**src/common/cache_params.svh**
```systemverilog
`ifndef CACHE_PARAMS_SVH
`define CACHE_PARAMS_SVH

// ------------------------------------------------------------
// Address and data
// ------------------------------------------------------------
`define CACHE_ADDR_W 32
`define CACHE_DATA_W 32

// Set index from address bits 3:2, tag from bits 31:4.
`define CACHE_SETS   4
`define CACHE_SET_W  2
`define CACHE_TAG_W  28

// ------------------------------------------------------------
// Credit channels and backing memory
// ------------------------------------------------------------
`define REQ_CREDITS  4   // Request buffer depth, equal to requester credits.
`define MEM_CREDITS  2   // Memory request buffer depth.

`define MEM_WORDS    256 // Indexed by address bits 9:2.
`define MEM_LATENCY  3   // Cycles from read acceptance to response.

`endif

```
**src/cache/two_way_array.sv**
```systemverilog
`timescale 1ns/100ps
`include "cache_params.svh"

module two_way_array (
    input  logic                     clk_i,
    input  logic                     rst_n_i,
    input  logic [`CACHE_ADDR_W-1:0] addr_i,
    input  logic                     wr_en_i,
    input  logic                     wr_way_i,
    input  logic [`CACHE_DATA_W-1:0] wr_data_i,
    output logic                     hit_o,
    output logic                     hit_way_o,
    output logic [`CACHE_DATA_W-1:0] rd_data_o,
    output logic                     victim_way_o
);

    // ------------------------------------------------------------
    // Storage
    // ------------------------------------------------------------
    logic [`CACHE_TAG_W-1:0]  tag_q  [`CACHE_SETS][2];
    logic [`CACHE_DATA_W-1:0] data_q [`CACHE_SETS][2];
    logic [`CACHE_SETS-1:0][1:0] valid_q;
    logic [`CACHE_SETS-1:0]      rr_q;     // Way to fill next in each set.

    logic [`CACHE_SET_W-1:0] cur_set;
    logic [`CACHE_TAG_W-1:0] cur_tag;
    logic                    hit0;
    logic                    hit1;

    // ------------------------------------------------------------
    // Lookup
    // ------------------------------------------------------------
    assign cur_set = addr_i[`CACHE_SET_W+1:2];
    assign cur_tag = addr_i[`CACHE_ADDR_W-1:`CACHE_ADDR_W-`CACHE_TAG_W];

    assign hit0 = valid_q[cur_set][0] && (tag_q[cur_set][0] == cur_tag);
    assign hit1 = valid_q[cur_set][1] && (tag_q[cur_set][1] == cur_tag);

    assign hit_o        = hit0 || hit1;
    assign hit_way_o    = hit1;
    assign rd_data_o    = hit1 ? data_q[cur_set][1] : data_q[cur_set][0];
    assign victim_way_o = rr_q[cur_set];

    // ------------------------------------------------------------
    // Update
    // ------------------------------------------------------------
    always_ff @(posedge clk_i) begin
        if (wr_en_i) begin
            tag_q[cur_set][wr_way_i]  <= cur_tag;
            data_q[cur_set][wr_way_i] <= wr_data_i;
        end
    end

    // A hit on way w points the bit at the other way, and a fill into
    // the named way flips it, so every write leaves the bit at ~w.
    always_ff @(posedge clk_i or negedge rst_n_i) begin
        if (!rst_n_i) begin
            valid_q <= '0;
            rr_q    <= '0;
        end else if (wr_en_i) begin
            valid_q[cur_set][wr_way_i] <= 1'b1;
            rr_q[cur_set]              <= ~wr_way_i;
        end
    end

    // Fills only ever go to a way after a miss, so one tag never
    // lives in both ways of a set.
    a_single_hit : assert property (
        @(posedge clk_i) disable iff (!rst_n_i)
        !(hit0 && hit1)
    );

endmodule

```
**config.mk**
```make
export PLATFORM = sky130hd
export DESIGN_NAME = two_way_array
export DESIGN_NICKNAME = d
export VERILOG_FILES = /design/src/cache/two_way_array.sv
export VERILOG_INCLUDE_DIRS = /design/src /design/src/common
export SDC_FILE = /design/constraint.sdc
export NUM_CORES = 1
export LEC_CHECK = 0
export BUFFER_PORTS_ARGS = -buffer_cell sky130_fd_sc_hd__buf_2
export CAP_MARGIN = 15
export CORE_MARGIN = 3
export CORE_UTILIZATION = 40
export DETAILED_ROUTE_END_ITERATION = 16
export SLEW_MARGIN = 0
export SYNTH_ARGS = -nofsm -noshare
export SYNTH_HDL_FRONTEND = slang
export SYNTH_SLANG_ARGS = --single-unit
```
**constraint.sdc**
```tcl
create_clock -name clk_i -period 3.2 [get_ports clk_i]
set_input_delay 0.16 -clock clk_i [delete_from_list [all_inputs] [get_ports clk_i]]
set_output_delay 0.16 -clock clk_i [all_outputs]
set_load 0.05 [all_outputs]
```
Word-level counts from Yosys, hierarchy flattened
Memories as Yosys holds them, arrays and structs flattened.
Index checks and enable logic that the tools add are counted.
{ "totals": {"mem_count": 2, "input_bits": 68, "ramBits": 480, "out_inout_bits": 35, "ff_bits": 12} }
{ "mem_list": {"columns": ["memory", "depth", "width", "read_ports", "rd_ports_with_merged_regs", "wr", "line_no", "text"], "rows": [
  ["data_q", 4, 64, 1, 0, 1, "two_way_array.sv:21", "logic [`CACHE_DATA_W-1:0] data_q [`CACHE_SETS][2];"],
  ["tag_q", 4, 56, 1, 0, 1, "two_way_array.sv:20", "logic [`CACHE_TAG_W-1:0] tag_q [`CACHE_SETS][2];"]
]} }
{ "op_classes": {"n_reduce_logical": 6, "n_eq_ne": 2, "bitwise": 3, "n_mux": 19, "order_cmp": 6} }
{ "op_table": {"columns": ["cell", "n"], "rows": [
  ["$mux 32", 2],
  ["$mux 64", 1],
  ["$eq 28x28->1", 2],
  ["$mux 56", 1],
  ["$demux 32 s1", 1],
  ["$demux 28 s1", 1],
  ["$mux 28", 1],
  ["$or 8x8->8", 1],
  ["$logic_and 1x1->1", 5],
  ["$bmux 2 s2", 1],
  ["$bwmux 4", 1],
  ["$demux 2 s2", 1],
  ["$mux 1", 4],
  ["$mux 2", 2],
  ["$lt 2x3->1 const B", 1],
  ["$bmux 1 s2", 1],
  ["$demux 1 s2", 1],
  ["$ge 2x1->1 const B", 1],
  ["$ge 2x2->1 const B", 1],
  ["$lt 1x2->1 const B", 1],
  ["$lt 2x1->1 const B", 1],
  ["$not 1->2", 1],
  ["$demux 1 s1", 1],
  ["$ge 1x1->1 const B", 1],
  ["2 further kinds", 2]
]} }

Longest topological paths before layout
Gate-level depths: netlist of run 1.
{ "depth": {"depth_word": 7, "depth_mapped": 13, "mapped_depth_nobuf": 7} }

Worst setup path after synthesis of run 1
OpenSTA, ideal clock, no wires.
{ "synth_timing": {"kind": "input to register", "startpoint": "input port addr_i[3]", "endpoint": "register valid_q[4] (netlist bit)", "t_arrival_ns": 6.528, "t_required_ns": 3.110, "n_path_buf": 7, "cell_stages": 10, "setup_ns": 0.090, "setup_slack_ns": -3.418, "cell_sequence": "clkbuf_1 buf_2 buf_2 buf_1 buf_2 buf_2 buf_2 nand2_1 nor3_1 or2_2"} }
{ "synth_via": {"elab_chain_cells": 5, "elab_cells_between_ends": 6} }
{ "synth_lines": {"columns": ["item", "line_no", "text"], "rows": [
  ["from (decl)", "two_way_array.sv:7", "input logic [`CACHE_ADDR_W-1:0] addr_i,"],
  ["$lt 2x3->1 (not written as such) / $ge 2x1->1 (equally long branches)", "two_way_array.sv:61", "valid_q[cur_set][wr_way_i] <= 1'b1;"],
  ["$logic_and 1x1->1 (not written as such)", "two_way_array.sv:61", null],
  ["$mux 2 (not written as such)", "two_way_array.sv:61", null],
  ["$demux 2 s2 (*)", "two_way_array.sv:61", null],
  ["$or 8x8->8 (no source line) (*)", null, null],
  ["to (signal assigned)", "two_way_array.sv:58", "valid_q <= '0;"],
  ["to (signal, indexed assignment)", "two_way_array.sv:61", null],
  ["to (decl)", "two_way_array.sv:22", "logic [`CACHE_SETS-1:0][1:0] valid_q;"]
]} }
Every way passes the cells marked *; elsewhere a longest branch is shown, timed or not.
A chain may end at the register's enable or synchronous reset.

Worst setup path after layout of run 1
{ "layout_timing": {"startpoint": "memory tag_q[2][14] (netlist bit)", "endpoint": "output port rd_data_o[29]"} }
{ "layout_via": {"elab_chain_cells": 4} }
{ "layout_lines": {"columns": ["item", "line_no", "text"], "rows": [
  ["from (decl)", "two_way_array.sv:20", null],
  ["$mem_v2 4x56", null, null],
  ["$eq 28x28->1", "two_way_array.sv:37", "assign hit1 = valid_q[cur_set][1] && (tag_q[cur_set][1] == cur_tag);"],
  ["$logic_and 1x1->1", "two_way_array.sv:37", null],
  ["$mux 32", "two_way_array.sv:41", "assign rd_data_o = hit1 ? data_q[cur_set][1] : data_q[cur_set][0];"],
  ["to (decl)", "two_way_array.sv:13", "output logic [`CACHE_DATA_W-1:0] rd_data_o,"]
]} }
Every way passes these cells.

==> metrics.md, run 1 <==
| Metric | Value |
|---|---|
| CTS tree | done |
| Core box area | 47,100 um^2 |
| Initial DRC count | 638 |
| Top_reg_cell synth | edfxtp_1 |
| Clk_lat worst skew | 590 ps |
| Hpwl dp | 24,100 um |
| Gr ovfl total | 0 |
| Final WL | 40,900 um |
| Remaining DRCs | 0 |
| Layout area overhead | 21.8% |
| Share of cells above drive strength 1 | 0.365 |
| Worst Clk Skew | 0 ps |
| RSZ-0062 raised after global routing | true |
| WP data required | 3040 ps |
| Syn Inst Count | 856 |
| Setup CP Type | register to output pin |
| Setup violations, final | 32 |
| Max Cap Violations | 0 |
| Antenna-violating nets left | 0 |
| Syn_area_per_cell | 22.6 um^2 |
| P_leak | 7.98 nW |
| Number of synthesized flops with an enable pin | 480 |
| Vias per cell | 5.23 |
| Fillcell total | 3,737 |
| Slew HR | 0.565 |
| Leading area contributor after synthesis | edfxtp_1 |
| Post-synthesis sequential area ratio | 0.761 |
| Setup crit end kind | output pin |
| Maximum buffer depth of the clock tree | 3 |
| Die area | 51,000 um^2 |
| DR WL/cell | 23.3 um |
| Largest net degree at the start of global routing | 45 |
| Status | finished with violations |
| Pwr/cell area | 592 nW/um^2 |
| Crit share post-route | 1.24 |
| YS warnings | 0 |
| Type of the worst min-delay path | primary input to async pin |
| H-tree depth | 2 |
| Clock Sinks | 492 |
| Maximum vdd drop | 483 uV |
| CP startpoint kind | register |
| Global-route wire length before repair | 62,400 um |
| Fmax | 0.252 GHz |
| Layout Cells excl Fill | 1,760 |
| Post-route setup slack | -763 ps |
| Area contributors post-synth | edfxtp_1 75%, mux4_2 13%, mux2_4 2.3%, dfrtp_1 1.6%, mux2i_1 1.4% |
| Most frequent cell after synthesis | edfxtp_1 |
| Critical path arrival | 3800 ps |
| Synthesized area | 19,300 um^2 |
| Number of global-route vias before repair | 9,919 |
| Netlist cell types | 48 |
| Placed Instances | 1,607 |
| Num rows | 79 |
| Synth top area share | 0.746 |
| Final Max Slew Viols | 0 |
| Min Hold Slack | 30.1 ps |
| Top cells by count, synth | 480 x edfxtp_1, 112 x mux4_2, 30 x mux2_4 |
| Initial antenna violation count | 2 |
| Pre-Repair DR Iteration Count | 5 |
| Synth Net Count | 924 |
| Via count | 9,210 |
| Final-report hold violation count | 0 |
| Fin crit period | 3960 ps |
| #FFs+latches synth | 492 |
| Port Buffers | 100 |
| Total CTS buffers | 49 |
| Critical path fanouts, max | 16 |
| Nets | 1,181 |
| Root buf cell | clkbuf_16 |
| Initial Utilization | 0.410 |
| Ys async rst share | 0.0244 |
| GRT Overall Usage | 0.165 |
| Chip width | 226 um |
| Routability Congestion | 0.764 |
| Worst-Margin Slew | 652 ps |
| I/O pin total | 103 |
| Failing checks | setup timing |
| Die height | 226 um |
| Worst-path clk slew | 60 ps |
==> final cells by class <==
class | count | area, um^2 | area share
clock inverter | 32 | 251 | 0.0107
antenna | 1 | 2.50 | 0.000106
sequential | 492 | 14700 | 0.625
clock buffer | 58 | 1260 | 0.0535
timing repair buffer | 242 | 2020 | 0.0860
tap | 607 | 759 | 0.0323
inverter | 3 | 11.3 | 0.000478
multi-input combinational | 325 | 4510 | 0.192
==> layout by cell type (no fill, tap or decap), types with 6 or more instances in the layout <==
master and instances:
nand4_1 7, nand2b_1 7, clkbuf_1 9, clkinv_2 7
mux4_2 113, dlygate4sd3_1 60, nor2_4 6, buf_4 77
buf_6 34, nand2_1 7, edfxtp_1 480, or2_2 8
xnor2_1 24, clkbuf_16 49, nor2_1 8, mux2i_1 28
buf_2 64, clkinv_1 16, xor2_1 21, dfrtp_1 12
mux2_4 30
==> routing by layer <==
| metal | global-route usage | part of all wire | vias up |
|---|---|---|---|
| li1 | - | - | 4114 |
| met1 | 0.232 | 0.44 | 4845 |
| met2 | 0.267 | 0.49 | 197 |
| met3 | 0.0292 | 0.048 | 52 |
| met4 | 0.0441 | 0.019 | 2 |
| met5 | 0 | 0.00032 | - |
==> state kept, by name, summed over array words and instances (netlist names) <==
register,flops
data_q,256
tag_q,224
valid_q,8
rr_q,4
==> cell families (layout without fill, tap and decap cells) <==
logic type                Yosys count  count (layout)  synth area share
muxes                             176             176             0.173
buffers and inverters              39             335            0.0124
other                               0               1                 0
xor gates and xnor gates           47              47            0.0213
AOI/OAI and AO/OA                  30              30            0.0114
and+or+nand+nor                    72              72            0.0205
DFF                               492             492             0.761
==> through the flow <==
stage | utilization | instance area, um^2 | power, mW | worst slack (ps) | setup TNS (ps)
2_1_floorplan | - | 19500 | 8.13 | 19.1 | 0
3_3_place_gp | 0.448 | 21100 | 8.53 | -348 | -10780
3_5_place_dp | 0.448 | 21100 | 8.55 | -392 | -12060
4_1_cts | 0.499 | 23500 | 14.1 | -812 | -25440
5_1_grt | 0.499 | 23500 | 14.5 | -893 | -27950
6_report | 0.499 | 23500 | 13.9 | -763 | -23800
==> worst max-delay path, stage by stage (launching register included) <==
cell and delay [ps]:
edfxtp_1 370, mux4_2 500, xnor2_2 140, nand2_1 110, or3b_1 380, or4b_1 470
or4_4 560, buf_16 220, mux2_4 330, buf_6 150
==> final timing paths <==
path / end / depth (start not counted) / slack (ps) / from
setup / recovery: rd_data_o[29] / 9 / -760 / tag_q[2][14]
hold / removal: rr_q[1] / 2 / 30 / rst_n_i
setup reg to reg: valid_q[5] / 1 / 2410 / valid_q[5]
hold reg to reg: valid_q[1] / 1 / 470 / valid_q[1]
max in group asynchronous: valid_q[5] / 2 / 2890 / rst_n_i
min in group clk_i: tag_q[1][14] / 2 / 30 / addr_i[18]
==> repair_timing <==
item                       4_1_cts  5_1_grt
resized for setup               75        4
gates cloned                     1        0
hold endpoints to repair       467        0
hold buffers                    60        0
pin swaps                        6        2
setup endpoints to repair       34       34
setup buffers                    1        1
==> power by group <==
| group | switching [mW] | total [mW] | internal [mW] |
|---|---|---|---|
| logic | 0.636 | 1.17 | 0.535 |
| clock network | 2.35 | 5.41 | 3.06 |
| registers | 0.0500 | 7.35 | 7.30 |
| total | 3.04 | 13.9 | 10.9 |
No activity file was read; power rests on OpenSTA's default activity.
==> run 2: changes to the inputs <==
==> constraint.sdc (replaced) <==
create_clock -name clk_i -period 3.8 [get_ports clk_i]
set_input_delay 0.57 -clock clk_i [delete_from_list [all_inputs] [get_ports clk_i]]
set_output_delay 0.57 -clock clk_i [all_outputs]
set_load 0.05 [all_outputs]
==> run 2 against run 1 <==
Effect of this change:
- sequential power is 16% lower
- the flow still finishes with violations (setup timing)
- combinational power is 18% lower
- worst setup slack better by 160 ps
- global-route usage is 0.27 points lower
- largest power group unchanged
- core utilization is 0.59 points lower
- critical path type unchanged
- non-clock buffer count is 41 lower
==> metrics.md, run 2 (same netlist as run 1, synthesis figures left out) <==
| Metric | Value |
|---|---|
| Antenna cells | 0 (-1) |
| End of the worst register-to-register path | valid_q[7] |
| Most frequent cells in the layout | 480 x edfxtp_1, 112 x mux4_2, 80 x buf_4 |
| Port Buffers | 100 (unchanged) |
| Final-report hold violation count | 0 (unchanged) |
| Reg power frac | 0.529 (about the same) |
| Layout area overhead | 20.3% |
| Hpwl dp | 24,100 um (about the same) |
| Post-Route Setup TNS | -19,100 ps (+4700 ps) |
| Core box area | 47,100 um^2 (unchanged) |
| Initial DRC count | 646 (+1.3%) |
| Die area | 51,000 um^2 (unchanged) |
| Met3 wire length | 1640 um (-17%) |
| Commonest non-fill, non-tap cell in the layout | edfxtp_1 |
| Pre-Repair DR Iteration Count | 7 (+2) |
| Initial Utilization | 0.410 (unchanged) |
| CP delay by family, top | simple AND/OR/NAND/NOR gates |
| Sw power | 2.57 mW (-15%) |
| CP peak stage delay | 620 ps (+60 ps) |
| Worst Clk Skew | 0 ps (unchanged) |
| Net Sw Frac | 0.220 (+0.00220) |
| Critical path fanouts, max | 8 (-8) |
| Clock Sinks | 492 (unchanged) |
| Fmax | 0.227 GHz |
| Number of global-route vias before repair | 9,604 (-3.2%) |
| RSZ-0062 raised after global routing | true |
| Hold path cells | 1 |
| Setup CP Type | register to output pin |
| Global-route wire length before repair | 61,100 um (-2.0%) |
| Maximum vdd drop | 388 uV (-20%) |
| I/O pin total | 103 (unchanged) |
| Setup violations, final | 32 (unchanged) |
| Clk network pwr share | 0.389 (about the same) |
| Fin crit period | 4410 ps |
| Largest register by flop count | data_q |
| Slew HR | 0.651 (+0.0857) |
| Crit share post-route | 1.16 |
| Reg2Reg Depth | 1 (unchanged) |
| Hold Path Sink | data_q[3][26] |
| Top Layer Used | met5 |
| Cell Chain, Critical Path | mux4_2, xnor2_2, nand2_2, or3b_1, or4b_1, or4_4, clkbuf_16, mux2_4, buf_6 |
| Top flop regs | data_q x256, tag_q x224, valid_q x8 |
| Worst r2r src | valid_q[7] |
| WP buf/inv | 2 (unchanged) |
| Final Max Slew Viols | 0 (unchanged) |
| P_leak | 7.88 nW (-1.3%) |
| Antenna-violating nets left | 0 (unchanged) |
| Remaining DRCs | 0 (unchanged) |
| Max Cap Violations | 0 (unchanged) |
| Via count | 9,102 (-1.2%) |
| Largest net degree at the start of global routing | 51 (+13%) |
| Critical path arrival | 3840 ps (+40 ps) |
| Gr ovfl total | 0 (unchanged) |
| Clk_lat worst skew | 600 ps (about the same) |
| Fillcell total | 3,719 (-0.48%) |
| Worst-path clk slew | 60 ps (about the same) |
| Maximum buffer depth of the clock tree | 3 (unchanged) |
| Min Hold Slack | 238 ps (+207 ps) |
| H-tree depth | 2 (unchanged) |
| Chip width | 226 um (unchanged) |
| Reg-to-reg slack, setup | 3010 ps (+600 ps) |
| Root buf cell | clkbuf_16 |
| CTS tree | done |
| Final WL | 40,900 um (-0.13%) |
| Pwr/cell area | 503 nW/um^2 (-15%) |
| Wire length on met1 | 18,200 um (+1.0%) |
| Setup crit end kind | output pin |
| Worst-Margin Slew | 523 ps (-128 ps) |
| DR WL/cell | 23.7 um (+2.1%) |
| Initial antenna violation count | 2 (unchanged) |
| P_int | 9.12 mW (-16%) |
| Post-route setup slack | -607 ps (+156 ps) |
| Total CTS buffers | 50 (+2.0%) |
| WP data required | 3230 ps (+190 ps) |
| Die height | 226 um (unchanged) |
| Worst Min Path Start | wr_data_i[26] |
| Status | finished with violations |
| Routability Congestion | 0.803 (+5.1%) |
| Critical path depth in cells | 9 (unchanged) |
| GRT Overall Usage | 0.162 (-0.00269) |
| Nets | 1,141 (-3.4%) |
| Vias per cell | 5.29 (+1.0%) |
| Failing checks | setup timing |
| Worst path slowest cell | or4_4 |
| Type of the worst min-delay path | primary input to register |
| Num rows | 79 (unchanged) |
| Share of cells above drive strength 1 | 0.390 (+0.0247) |
| Met2 wire len | 20,100 um (-0.36%) |
| Comb pwr share | 0.082 (-0.002) |
| CP startpoint kind | register |
| Largest register FFs | 256 (unchanged) |
[run 2: cell count changes in the layout (fill, tap and decap cells not counted), sizes merged]
| cell | before | now |
|---|---|---|
| clkbuf | 58 | 66 |
| clkinv | 27 | 25 |
| dlygate4sd3 | 60 | 1 |
| inv | 4 | 5 |
| buf | 182 | 198 |
| clkinvlp | 1 | 2 |
| diode | 1 | 0 |
| bufinv | 3 | 1 |
[run 2: worst max path at each step]
stage	startpoint	end	slack (ps)
global placement	addr_i[2]	rd_data_o[8]	-640
CTS	tag_q[3][14]	rd_data_o[22]	-710
detailed placement	addr_i[2]	rd_data_o[22]	-700
finish	tag_q[3][14]	rd_data_o[13]	-610
floorplan	addr_i[2]	rd_data_o[10]	-120
global route	tag_q[3][14]	rd_data_o[9]	-730
[run 2: metrics by stage]
step	utilization	worst slack [ps]	power, mW	instance area (um^2)	cells
6_report	0.493	-607	11.7	23300	1722
5_1_grt	0.493	-735	12.1	23300	1722
4_1_cts	0.491	-712	11.8	23200	1719
3_5_place_dp	0.453	-698	7.22	21300	1623
3_3_place_gp	0.453	-640	7.21	21300	1623
2_1_floorplan	-	-116	6.85	19500	856
[run 2: metal layers]
metal / global-route usage / vias to the layer above
met2: 0.255 / 168
met1: 0.230 / 4846
met5: 0 / -
li1: - / 4026
met4: 0.0545 / 4
met3: 0.0287 / 58
[run 2: what timing repair did]
item | CTS | global route
gates resized for setup | 78 | 10
endpoints found under the hold margin | 12 | 0
hold buffers | 1 | 0
pin swaps | 3 | 4
buffers inserted | 0 | 1
cloned | 1 | 2
setup endpoints to repair | 34 | 34
[run 2: final cells by class]
class	count	area, um^2	share of cell area
tap	607	759	0.0327
multi-input combinational	325	4510	0.194
clock inverter	30	201	0.00866
sequential	492	14700	0.633
clock buffer	64	1320	0.0569
timing repair buffer	201	1740	0.0748
inverter	3	11.3	0.000484
[run 2: power groups by stage]
stage	sequential, mW	combinational [mW]	clock, mW
CTS	6.19	0.969	4.66
finish	6.19	0.960	4.55
global placement	6.29	0.913	0
global route	6.20	1.03	4.88
floorplan	6.29	0.558	0
detailed placement	6.30	0.919	0
