--- config.mk ---
export PLATFORM = sky130hd
export DESIGN_NAME = credit_fifo
export DESIGN_NICKNAME = d
export VERILOG_FILES = /design/src/design/credit_fifo.sv
export SDC_FILE = /design/constraint.sdc
export NUM_CORES = 1
export LEC_CHECK = 0
export ABC_AREA = 1
export BUFFER_PORTS_ARGS = -buffer_cell sky130_fd_sc_hd__buf_2
export CAP_MARGIN = 10
export CORE_UTILIZATION = 30
export DETAILED_ROUTE_END_ITERATION = 8
export PLACE_DENSITY = 0.51
export SYNTH_ARGS = -nofsm -noshare
export SYNTH_HDL_FRONTEND = slang
export SYNTH_SLANG_ARGS = --single-unit
--- constraint.sdc ---
create_clock -name clk_i -period 2.2 [get_ports clk_i]
set_input_delay 0.66 -clock clk_i [delete_from_list [all_inputs] [get_ports clk_i]]
set_output_delay 0.66 -clock clk_i [all_outputs]
set_load 0.01 [all_outputs]
--- src/design/credit_fifo.sv ---
`timescale 1ns/100ps

module credit_fifo #(
    parameter int  DEPTH = 4,
    parameter type T     = logic
)(
    input  logic clk_i,
    input  logic rst_n_i,
    input  logic push_i,
    input  T     data_i,
    input  logic pop_i,
    output T     data_o,
    output logic empty_o,
    output logic credit_o
);

    localparam int PTR_W = (DEPTH > 1) ? $clog2(DEPTH) : 1;
    localparam int CNT_W = $clog2(DEPTH + 1);

    T                 mem_q [DEPTH];
    logic [PTR_W-1:0] wr_ptr_q;
    logic [PTR_W-1:0] rd_ptr_q;
    logic [CNT_W-1:0] count_q;
    logic             full;
    logic             do_pop;

    function automatic logic [PTR_W-1:0] next_ptr(input logic [PTR_W-1:0] ptr);
        return (ptr == PTR_W'(DEPTH - 1)) ? '0 : ptr + 1'b1;
    endfunction

    assign empty_o = (count_q == '0);
    assign full    = (count_q == CNT_W'(DEPTH));
    assign do_pop  = pop_i && !empty_o;  // A pop on an empty buffer is ignored.
    assign data_o  = mem_q[rd_ptr_q];

    always_ff @(posedge clk_i) begin
        if (push_i) begin
            mem_q[wr_ptr_q] <= data_i;
        end
    end

    always_ff @(posedge clk_i or negedge rst_n_i) begin
        if (!rst_n_i) begin
            wr_ptr_q <= '0;
            rd_ptr_q <= '0;
            count_q  <= '0;
            credit_o <= 1'b0;
        end else begin
            if (push_i) begin
                wr_ptr_q <= next_ptr(wr_ptr_q);
            end
            if (do_pop) begin
                rd_ptr_q <= next_ptr(rd_ptr_q);
            end
            count_q  <= count_q + CNT_W'(push_i) - CNT_W'(do_pop);
            credit_o <= do_pop;                  // One credit back per popped entry.
        end
    end

    // The sender holds DEPTH credits, so a push into a full buffer
    // means it spent a credit it never got back.
    a_no_push_when_full : assert property (
        @(posedge clk_i) disable iff (!rst_n_i)
        push_i |-> !full
    );

endmodule

; Yosys cells after proc, flatten, opt, wreduce, memory -nomap -nowiden
; Memory sizes are Yosys's and may differ from the RTL's.
; Index checks and enable logic that the tools add are counted.
[word_totals]
elab_cells = 18
input_bits = 5
regBits = 8
output_inout_bits = 3
mem_count = 1
ram_bits = 4
[classes]
n_eq_ne = 2
n_reduce_logical = 3
add_sub_neg = 4
muxes = 4
[memory_table]
columns = memory, words, word_bits, rd, rd_ports_with_merged_regs, wr, line
row1 = mem_q, 4, 1, 1, 0, 1, 20  ; T mem_q [DEPTH];
[ops]
columns = operator, n
row1 = "adder 2 x 1 -> 2 bit, second input constant", 2
row2 = "equality test 2 bit, second input constant", 2
row3 = two-way mux 2 bit, 2
row4 = adder 3 x 1 -> 3 bit, 1
row5 = zero test 3 bit, 1
row6 = subtractor 3 x 1 -> 3 bit, 1
row7 = two-way mux 1 bit, 2
row8 = logical AND 1 bit, 1
row9 = zero test 1 bit, 1

; Depth between registers and ports, before layout
; Gate-level depths: netlist of the first run.
[logic_depth]
depth_word = 4
depth_mapped = 12
ltp_nobuf = 12

; Worst setup path after synthesis of the first run
; OpenSTA, ideal clock, no wires.
[synth_path]
path_type = input port to flip-flop
from = in pop_i
to = reg count_q[1]
path_stages = 8
n_path_buf = 0
setup_slack_ps = 359
setup_time_ps = 114
required_ps = 2086
arrival_time_ps = 1727
path_cell_list = nand2_2 -> inv_1 -> ha_1 -> inv_1 -> ha_1 -> inv_1 -> fa_1 -> inv_1
[synth_via]
elab_chain_len = 2
[synth_rtl]
columns = item, line
row1 = "start, declared", 11  ; input logic pop_i,
row2 = logical AND 1 bit, 33  ; assign do_pop = pop_i && !empty_o;
row3 = via do_pop, 25  ; logic do_pop;
row4 = subtractor 3 x 1 -> 3 bit, 55  ; count_q <= count_q + CNT_W'(push_i) - CNT_W'(do_pop);
row5 = "end signal, assigned", 55
row6 = "end, declared", 23  ; logic [CNT_W-1:0] count_q;
; The timed path passes the listed nets, and every way through them passes these cells.
; A chain may end at the register's enable or synchronous reset.

; Final worst setup path of the first run
[layout_path]
from = reg count_q[1]
to = reg count_q[1]
[layout_via]
elab_chain_len = 4
word_cells_on_any_way = 5
cone_classes = 2 x add/sub / 3 x reduce/logical
[layout_rtl]
columns = item, line
row1 = zero test 3 bit, 31  ; assign empty_o = (count_q == '0);
row2 = zero test 1 bit, 33
row3 = logical AND 1 bit, 33
row4 = via do_pop, 25
row5 = subtractor 3 x 1 -> 3 bit, 55
; The timed path passes the listed nets, and every way through them passes these cells.

==> key figures, run 1 <==
Run status
  – Result of the run: finished, final reports clean

STA
  – Slew margin rel.: 85.01%
  – RSZ-0062 raised after global routing: no
  – Achievable clock frequency: 523.6 MHz
  – Final worst-path cycle share: 86.81%
  – Final critical delay including setup and external delays: 1.910 ns
  – Clock tree skew after final layout: 0.002986 ns
  – Total Negative Setup Slacks: 0 ns
  – Worst slew pin tran: 0.2248 ns
  – Final Max Slew Viols: 0
  – Hold Violations, Final: 0
  – Number of setup violations in the final report: 0
  – Final setup margin: 0.2903 ns

Global routing
  – Antenna violations before repair: 0
  – Global-route wire length before repair: 1235 um
  – Largest net degree at the start of global routing: 10
  – Via count of the first global-routing pass: 338
  – Total routing usage reported by global routing: 8.359%
  – Overflow left after global routing: 0

Power
  – Switching Power: 0.3381 mW
  – Power Density: 1222 nW/um2
  – Switching part of the total: 38.46%
  – Power share of the clock group: 15.3%
  – Proportion of power drawn by flip-flops and latches: 45.3%
  – Worst vdd ir: 375.0 uV
  – Share of power burned in combinational logic: 39.5%
  – Standby leakage power: 0.4011 nW
  – Internal Pwr Total: 0.5409 mW

Floorplanning
  – Row count: 16
  – Die W: 47.62 um
  – Core ar.: 1962 um2
  – Initial Utilization: 31.82%
  – Count of boundary I/O pins: 8
  – Die outline height: 47.62 um
  – DIE AREA: 2268 um2

Clocking
  – Total number of clock tree sinks: 12
  – TritonCTS buffer count: 3
  – Master cell of the clock root buffer: clkbuf_4
  – Post_cts resized: 0
  – Clock-pin slew on the worst setup and hold paths: 0.07 ns
  – Number of hold buffers added after cts: 0
  – Later-pin clock latency in the skew report: 0.26 ns
  – TritonCTS clock tree: yes
  – Number of buffers inserted to repair setup after CTS: 0
  – H-tree depth reported by CTS: 1
  – Maximum buffer depth of the clock tree: 2

Yosys
  – Synthesized cell area: 624.3 um2
  – Synth warnings: 0
  – Post-synth top area share: 32.06%
  – Post-Syn Area per Cell: 9.755 um2
  – Post-Synthesis Net Count: 77
  – Fraction of the yosys area taken by sequential cells: 51.30%
  – Post-Syn Instances: 64
  – Area contributors post-synth: dfrtp_1 (32%), edfxtp_1 (19%), ha_1 (14%), inv_1 (9.0%), nand2_1 (9.0%)
  – Post-synthesis register bit count: 12
  – Library cell with the largest summed area after synthesis: dfrtp_1
  – Count of distinct cell types in the synthesized netlist: 16

Route
  – Final routed wirelength across all metal layers: 810 um
  – Average via count per standard cell: 3.912
  – Remaining design rule violation count: 0
  – Initial DRC Count: 4
  – DRT antenna net count: 0
  – Detailed-router iteration count before antenna repair: 3
  – WL per Instance: 7.941 um
  – Total number of vias: 399

Worst setup path
  – Maximum fanout along the worst path: 4
  – Data arrival at the endpoint of the critical path: 2.07 ns
  – Endpoint kind of the worst setup timing path: register
  – Critical path class: reg -> reg
  – Required time reported for the critical path endpoint: 2.36 ns
  – Crit path launch type: register

Placement
  – Count of port buffers added during placement: 7
  – Routability congestion estimate: 0.6474
  – DP Wirelength: 677.4 um
  – Setup slack after placement: 0.1736 ns

Finish
  – Fraction of layout cells with a size suffix above 1: 17.33%
  – Net total in the final layout: 89
  – Area growth from synthesis to layout: 15.23%
  – Antenna diode instance count: 0
  – Layout filler cell count: 226

Worst hold path
  – Class of the tightest hold or removal check: in -> async

Flow run
  – Max-cap violations: 0
-- registers in the layout (all words and copies together) (netlist names) --
signal,cells
wr_ptr_q,2
count_q,3
mem_q,4
credit_o,1
rd_ptr_q,2
-- routing by layer --
| layer | routed length, um | up-vias | track usage (%) |
|---|---|---|---|
| met5 | 0 | - | 0 |
| met4 | 0 | 0 | 8.333 |
| met3 | 9 | 0 | 0 |
| met2 | 440 | 4 | 15.34 |
| met1 | 360 | 176 | 8.372 |
| li1 | - | 219 | - |
-- power groups by stage --
stage	clock, mW	sequential, mW	combinational [mW]
finish	0.134	0.398	0.347
global route	0.156	0.413	0.425
CTS	0.142	0.401	0.358
detailed placement	0	0.406	0.357
global placement	0	0.401	0.346
floorplan	0	0.390	0.277
-- placed cells by master (no fill, tap or decap) --
master	count
nand2_2	2
nor2_1	1
xor2_1	1
dfrtp_1	8
o21ai_0	2
edfxtp_1	4
clkinv_1	1
inv_1	15
or2_1	1
o211ai_1	1
a21oi_1	2
buf_2	7
clkbuf_4	3
ha_1	7
nand2_1	15
fa_1	1
xnor2_1	1
nor2_2	1
nand3_1	2
-- synthesized netlist by cell type --
library cell,n
inv_1,15
nand2_1,15
dfrtp_1,8
ha_1,7
edfxtp_1,4
a21oi_1,2
nand2_2,2
nand3_1,2
o21ai_0,2
fa_1,1
nor2_1,1
nor2_2,1
o211ai_1,1
or2_1,1
xnor2_1,1
xor2_1,1
-- cell families after synthesis --
group,share of synthesized area (%)
adder cells (fa/ha/maj),17.23
buffers and inverters,9.017
AND/OR/NAND/NOR,15.23
AO/OA/AOI/OAI,4.409
flip-flops,51.30
XOR/XNOR,2.806
-- path summary, 6_finish.rpt --
path / from / to / slack, ns / depth (start not counted)
hold / removal: rst_n_i / rd_ptr_q[0] / 0.23 / 1
setup reg to reg: count_q[1] / count_q[1] / 0.29 / 10
max in group asynchronous: rst_n_i / credit_o / 1.80 / 1
hold reg to reg: wr_ptr_q[0] / wr_ptr_q[0] / 0.53 / 1
min in group clk_i: wr_ptr_q[0] / wr_ptr_q[0] / 0.53 / 1
setup / recovery: count_q[1] / count_q[1] / 0.29 / 10
-- layout make-up --
class                   count  area, um2  share of cell area (%)
clock inverters             1      3.754                  0.5217
well taps                  27      33.78                   4.696
clock buffers               3      22.52                   3.130
repair buffers              7      35.03                   4.870
multi-input cells          37      247.7                   34.43
inverters                  15      56.30                   7.826
flip-flops and latches     12      320.3                   44.52
-- per-stage QoR --
stage	power [mW]	std cells	area (um2)	hold WS, ns	util, %
6_report	0.8789	102	719.4	0.2263	36.67
3_3_place_gp	0.7471	98	693.2	0.5172	35.33
4_1_cts	0.9006	102	719.4	0.2247	36.67
2_1_floorplan	0.6672	64	624.3	0.3644	-
5_1_grt	0.9939	102	719.4	0.2229	36.67
3_5_place_dp	0.7629	98	693.2	0.5205	35.33
-- critical path: stages, from the launching register on --
cell,delay [ns]
dfrtp_1,0.46
nor2_2,0.14
nand2_2,0.08
nand2_2,0.08
inv_1,0.05
ha_1,0.26
inv_1,0.05
ha_1,0.13
inv_1,0.05
fa_1,0.47
inv_1,0.03
(Power assumes the default switching activity.)
==> run 2, diff against run 1 <==
Settings changed: CORE_MARGIN from default to 2, PLACE_DENSITY 0.51 to 0.56.
==> run 2 against run 1 <==
Non-clock buffer count is the same. Largest cell class unchanged. Critical path type unchanged. Routed wire length decreased by 0.62%. Clock skew increased by 0.00091 ns. Global-route usage fell by 0.074 points.
==> key figures, run 2 (synthesized netlist as in run 1, its figures left out) <==
Worst setup path
  – Critical path class: reg -> reg
  – Endpoint kind of the worst setup timing path: register
  – Data arrival at the endpoint of the critical path: 2.13 ns
  – Start of the worst register-to-register path: count_q[1]
  – Setup slack of the worst register-to-register path: 0.27 ns
  – Required time reported for the critical path endpoint: 2.40 ns
  – Maximum fanout along the worst path: 4
  – Depth of the most critical reg-to-reg path: 12
  – Crit path launch type: register
  – Reg-to-reg endpoint: count_q[2]

Route
  – Final routed wirelength across all metal layers: 805 um
  – DRT antenna net count: 0
  – Total number of vias: 414
  – Remaining design rule violation count: 0
  – WL per Instance: 7.892 um
  – Average via count per standard cell: 4.059
  – Detailed-router iteration count before antenna repair: 3
  – Initial DRC Count: 4

Flow run
  – Max-cap violations: 0

Finish
  – Antenna diode instance count: 0
  – Largest register by flop count: mem_q
  – Max reg flops: 4
  – Registers with the most flip-flops: mem_q: 4 flops, count_q: 3 flops
  – Net total in the final layout: 89
  – Fraction of layout cells with a size suffix above 1: 17.33%
  – Layout filler cell count: 224
  – Post-route cell area: 719.4 um2
  – Area growth from synthesis to layout: 15.23%
  – Most frequent cells in the layout: inv_1 (15), nand2_1 (15), dfrtp_1 (8)

STA
  – RSZ-0062 raised after global routing: no
  – Worst slew pin tran: 0.2175 ns
  – Hold Violations, Final: 0
  – Achievable clock frequency: 518.4 MHz
  – Clock tree skew after final layout: 0.003896 ns
  – Slew margin rel.: 85.50%
  – Final worst-path cycle share: 87.68%
  – Final Max Slew Viols: 0
  – Number of setup violations in the final report: 0
  – Total Negative Setup Slacks: 0 ns
  – Final critical delay including setup and external delays: 1.929 ns

Global routing
  – Overflow left after global routing: 0
  – Antenna violations before repair: 0
  – Largest net degree at the start of global routing: 10
  – Global-route wire length before repair: 1531 um
  – Total routing usage reported by global routing: 8.285%
  – Via count of the first global-routing pass: 393

Clocking
  – TritonCTS buffer count: 3
  – Number of buffers inserted to repair setup after CTS: 0
  – Clock-pin slew on the worst setup and hold paths: 0.07 ns
  – TritonCTS clock tree: yes
  – Maximum buffer depth of the clock tree: 2
  – Master cell of the clock root buffer: clkbuf_4
  – Number of hold buffers added after cts: 0
  – Post_cts resized: 0
  – Total number of clock tree sinks: 12
  – H-tree depth reported by CTS: 1
  – Later-pin clock latency in the skew report: 0.26 ns

Placement
  – Count of port buffers added during placement: 7
  – DP Wirelength: 668.4 um
  – Routability congestion estimate: 0.6658
  – Area of placed instances: 693.2 um2

Worst hold path
  – Class of the tightest hold or removal check: in -> async

Floorplanning
  – Row count: 16
  – Core ar.: 1962 um2
  – Initial Utilization: 31.82%
  – Count of boundary I/O pins: 8
  – Die W: 49.62 um
  – Die outline height: 49.62 um
  – DIE AREA: 2462 um2

Power
  – Worst vdd ir: 348.4 uV
  – Power Density: 1225 nW/um2
  – Sum of internal, switching and leakage power: 0.8811 mW
  – Standby leakage power: 0.4011 nW

Run status
  – Result of the run: finished, final reports clean
## run 2: critical path, cell delays in order (launching register included)
cell and delay [ns]:
dfrtp_1 0.45, nor2_2 0.15, nand2_2 0.08, nand2_2 0.08
inv_1 0.06, ha_1 0.26, inv_1 0.06, ha_1 0.13
inv_1 0.05, fa_1 0.37, inv_1 0.07, nand2_1 0.05
nand2_1 0.06
## run 2: cell type report
cell class | count | area, um2 | share of cell area (%)
Clock buffer | 3 | 22.52 | 3.130
Clock inverter | 1 | 3.754 | 0.5217
Inverter | 15 | 56.30 | 7.826
Multi-Input combinational cell | 37 | 247.7 | 34.43
Sequential cell | 12 | 320.3 | 44.52
Tap cell | 27 | 33.78 | 4.696
Timing Repair Buffer | 7 | 35.03 | 4.870
## run 2: routing by layer
| metal | part of all wire (%) | GRT usage, % | up-vias |
|---|---|---|---|
| met2 | 54 | 14.67 | 6 |
| met5 | 0 | 0 | - |
| met3 | 1.2 | 1.818 | 2 |
| met4 | 1.7 | 6.944 | 0 |
| met1 | 43 | 8.092 | 189 |
| li1 | - | - | 217 |
## run 2: worst max-delay path by stage
| stage | cells past startpoint | end | startpoint |
|---|---|---|---|
| after floorplan | 8 | count_q[1] | pop_i |
| after global placement | 10 | count_q[2] | pop_i |
| after detailed placement | 11 | count_q[2] | pop_i |
| after CTS | 12 | count_q[2] | count_q[1] |
| after global routing | 12 | count_q[2] | count_q[1] |
| final | 12 | count_q[2] | count_q[1] |
## run 2: where the power goes
group / internal, mW / total, mW / switching [mW]
Sequential: 0.319 / 0.397 / 0.0779
Combinational: 0.158 / 0.353 / 0.195
Clock: 0.0655 / 0.131 / 0.0653
Total: 0.543 / 0.881 / 0.338
## run 2: per-stage QoR
step	setup slack [ns]	util [%]	std cells	hold WS, ns
finish	0.2711	36.67	102	0.2211
global route	0.1087	36.67	102	0.2237
CTS	0.2370	36.67	102	0.2162
detailed placement	0.1536	35.33	98	0.5127
global placement	0.1920	35.33	98	0.5146
floorplan	0.3590	-	64	0.3644
==> run 3, diff against run 2 <==
Settings changed: CORE_AREA from default to 2 2 39 41, CORE_MARGIN 2 to default, CORE_UTILIZATION 30 to default, DIE_AREA from default to 0 0 41 43, PLACE_DENSITY 0.56 to 0.76, SKIP_CTS_REPAIR_TIMING from default to 1.
==> run 3 against run 2 <==
Power increased by 0.64%. Global-route usage is 3.6 points higher. Hold slack worse by 0.0019 ns. Die area fell by 28%. Sequential power hardly changed. Combinational power about the same. Setup slack improved by 0.032 ns. First-iteration DRC count up 25%. Clock-buffer cell count rose by 1. Register-to-register slack gained 0.03 ns. Via count grew 0.97%. Clock power increased by 3%. Critical path type unchanged. Critical endpoint is now count_q[1].
==> key figures, run 3 (synthesized netlist as in run 1, its figures left out) <==
Run status
  – Result of the run: finished, final reports clean

Route
  – Remaining design rule violation count: 0
  – Average via count per standard cell: 4.593
  – Detailed-router iteration count before antenna repair: 4
  – Total number of vias: 418
  – DRT antenna net count: 0
  – Final routed wirelength across all metal layers: 801 um
  – Initial DRC Count: 5
  – WL per Instance: 8.802 um

STA
  – Final Max Slew Viols: 0
  – RSZ-0062 raised after global routing: no
  – Total Negative Setup Slacks: 0 ns
  – Clock tree skew after final layout: 0.005813 ns
  – Hold Violations, Final: 0
  – Worst slew pin tran: 0.2143 ns
  – Final critical delay including setup and external delays: 1.896 ns
  – Final setup margin: 0.3035 ns
  – Number of setup violations in the final report: 0
  – Slew margin rel.: 85.71%
  – Final worst-path cycle share: 86.20%
  – Achievable clock frequency: 527.3 MHz

Power
  – Internal Pwr Total: 0.5478 mW
  – Share of power burned in combinational logic: 39.8%
  – Worst vdd ir: 706.1 uV
  – Switching part of the total: 38.21%
  – Proportion of power drawn by flip-flops and latches: 45.0%
  – Switching Power: 0.3388 mW
  – Standby leakage power: 0.4007 nW
  – Power share of the clock group: 15.2%
  – Power Density: 1256 nW/um2

Clocking
  – Maximum buffer depth of the clock tree: 2
  – Total number of clock tree sinks: 12
  – Clock-pin slew on the worst setup and hold paths: 0.07 ns
  – TritonCTS clock tree: yes
  – Master cell of the clock root buffer: clkbuf_4
  – Later-pin clock latency in the skew report: 0.26 ns
  – H-tree depth reported by CTS: 1
  – TritonCTS buffer count: 3

Finish
  – Number of standard cells in the final layout excluding fillers: 91
  – Most frequent cells in the layout: inv_1 (15), nand2_1 (15), dfrtp_1 (8)
  – Registers with the most flip-flops: mem_q: 4 flops, count_q: 3 flops
  – Fraction of layout cells with a size suffix above 1: 17.33%
  – Net total in the final layout: 89
  – Largest register by flop count: mem_q
  – Area growth from synthesis to layout: 13.03%
  – Max reg flops: 4
  – Antenna diode instance count: 0

Worst setup path
  – Maximum fanout along the worst path: 4
  – Endpoint kind of the worst setup timing path: register
  – Worst setup path startpoint: count_q[1]
  – Critical path class: reg -> reg
  – Data arrival at the endpoint of the critical path: 2.06 ns
  – Start of the worst register-to-register path: count_q[1]
  – Crit path launch type: register
  – Required time reported for the critical path endpoint: 2.36 ns

Placement
  – Count of port buffers added during placement: 7
  – Total instance count after detailed placement: 87
  – Routability congestion estimate: 0.7391
  – DP Wirelength: 679.9 um
  – Setup slack after placement: 0.1774 ns

Floorplanning
  – Initial Utilization: 45.12%
  – Row count: 14
  – DIE AREA: 1763 um2
  – Die outline height: 43 um
  – Core ar.: 1384 um2
  – Die W: 41 um
  – Count of boundary I/O pins: 8

Global routing
  – Via count of the first global-routing pass: 377
  – Antenna violations before repair: 0
  – Total routing usage reported by global routing: 11.84%
  – Largest net degree at the start of global routing: 10
  – Global-route wire length before repair: 1359 um
  – Overflow left after global routing: 0

Worst hold path
  – Class of the tightest hold or removal check: in -> async

Flow run
  – Max-cap violations: 0
==> run 3: metal layers <==
metal	GRT usage (%)	wire length, um	up-vias
li1	-	-	216
met1	10.85	321	190
met2	19.69	447	10
met3	3.141	20	2
met4	10.00	11	0
met5	0	0	-
==> run 3: power groups by stage <==
| stage | registers (mW) | clock network [mW] | logic [mW] |
|---|---|---|---|
| finish | 0.399 | 0.135 | 0.353 |
| global route | 0.411 | 0.157 | 0.439 |
| CTS | 0.399 | 0.140 | 0.364 |
| detailed placement | 0.403 | 0 | 0.361 |
| global placement | 0.399 | 0 | 0.340 |
| floorplan | 0.390 | 0 | 0.277 |
==> run 3: layout make-up <==
| type | instances | area [um2] |
|---|---|---|
| sequential | 12 | 320.3 |
| fill | 125 | 678.2 |
| multi-input combinational | 37 | 247.7 |
| inverter | 15 | 56.30 |
| clock buffer | 4 | 26.28 |
| timing repair buffer | 7 | 35.03 |
| tap | 16 | 20.02 |
==> run 3: final timing paths <==
kind | depth (start not counted) | to | slack, ns
setup / recovery | 10 | count_q[1] | 0.30
hold / removal | 1 | wr_ptr_q[1] | 0.22
setup reg to reg | 10 | count_q[1] | 0.30
hold reg to reg | 1 | wr_ptr_q[0] | 0.53
max in group asynchronous | 1 | count_q[1] | 1.81
min in group clk_i | 1 | wr_ptr_q[0] | 0.53
==> run 3: critical path, cell delays in order (launching register included) <==
cell and delay [ns]:
dfrtp_1 0.45, nor2_2 0.14, nand2_2 0.08, nand2_2 0.08, inv_1 0.05, ha_1 0.26, inv_1 0.05, ha_1 0.13
inv_1 0.04, fa_1 0.47, inv_1 0.03
==> run 3: through the flow <==
step,total power [mW],hold slack (ns),instance area [um2],utilization [%]
3_3_place_gp,0.7384,0.5076,679.4,49.10
6_report,0.8867,0.2192,705.7,50.99
3_5_place_dp,0.7638,0.5091,679.4,49.10
2_1_floorplan,0.6672,0.3644,624.3,-
4_1_cts,0.9031,0.2217,705.7,50.99
5_1_grt,1.007,0.2139,705.7,50.99
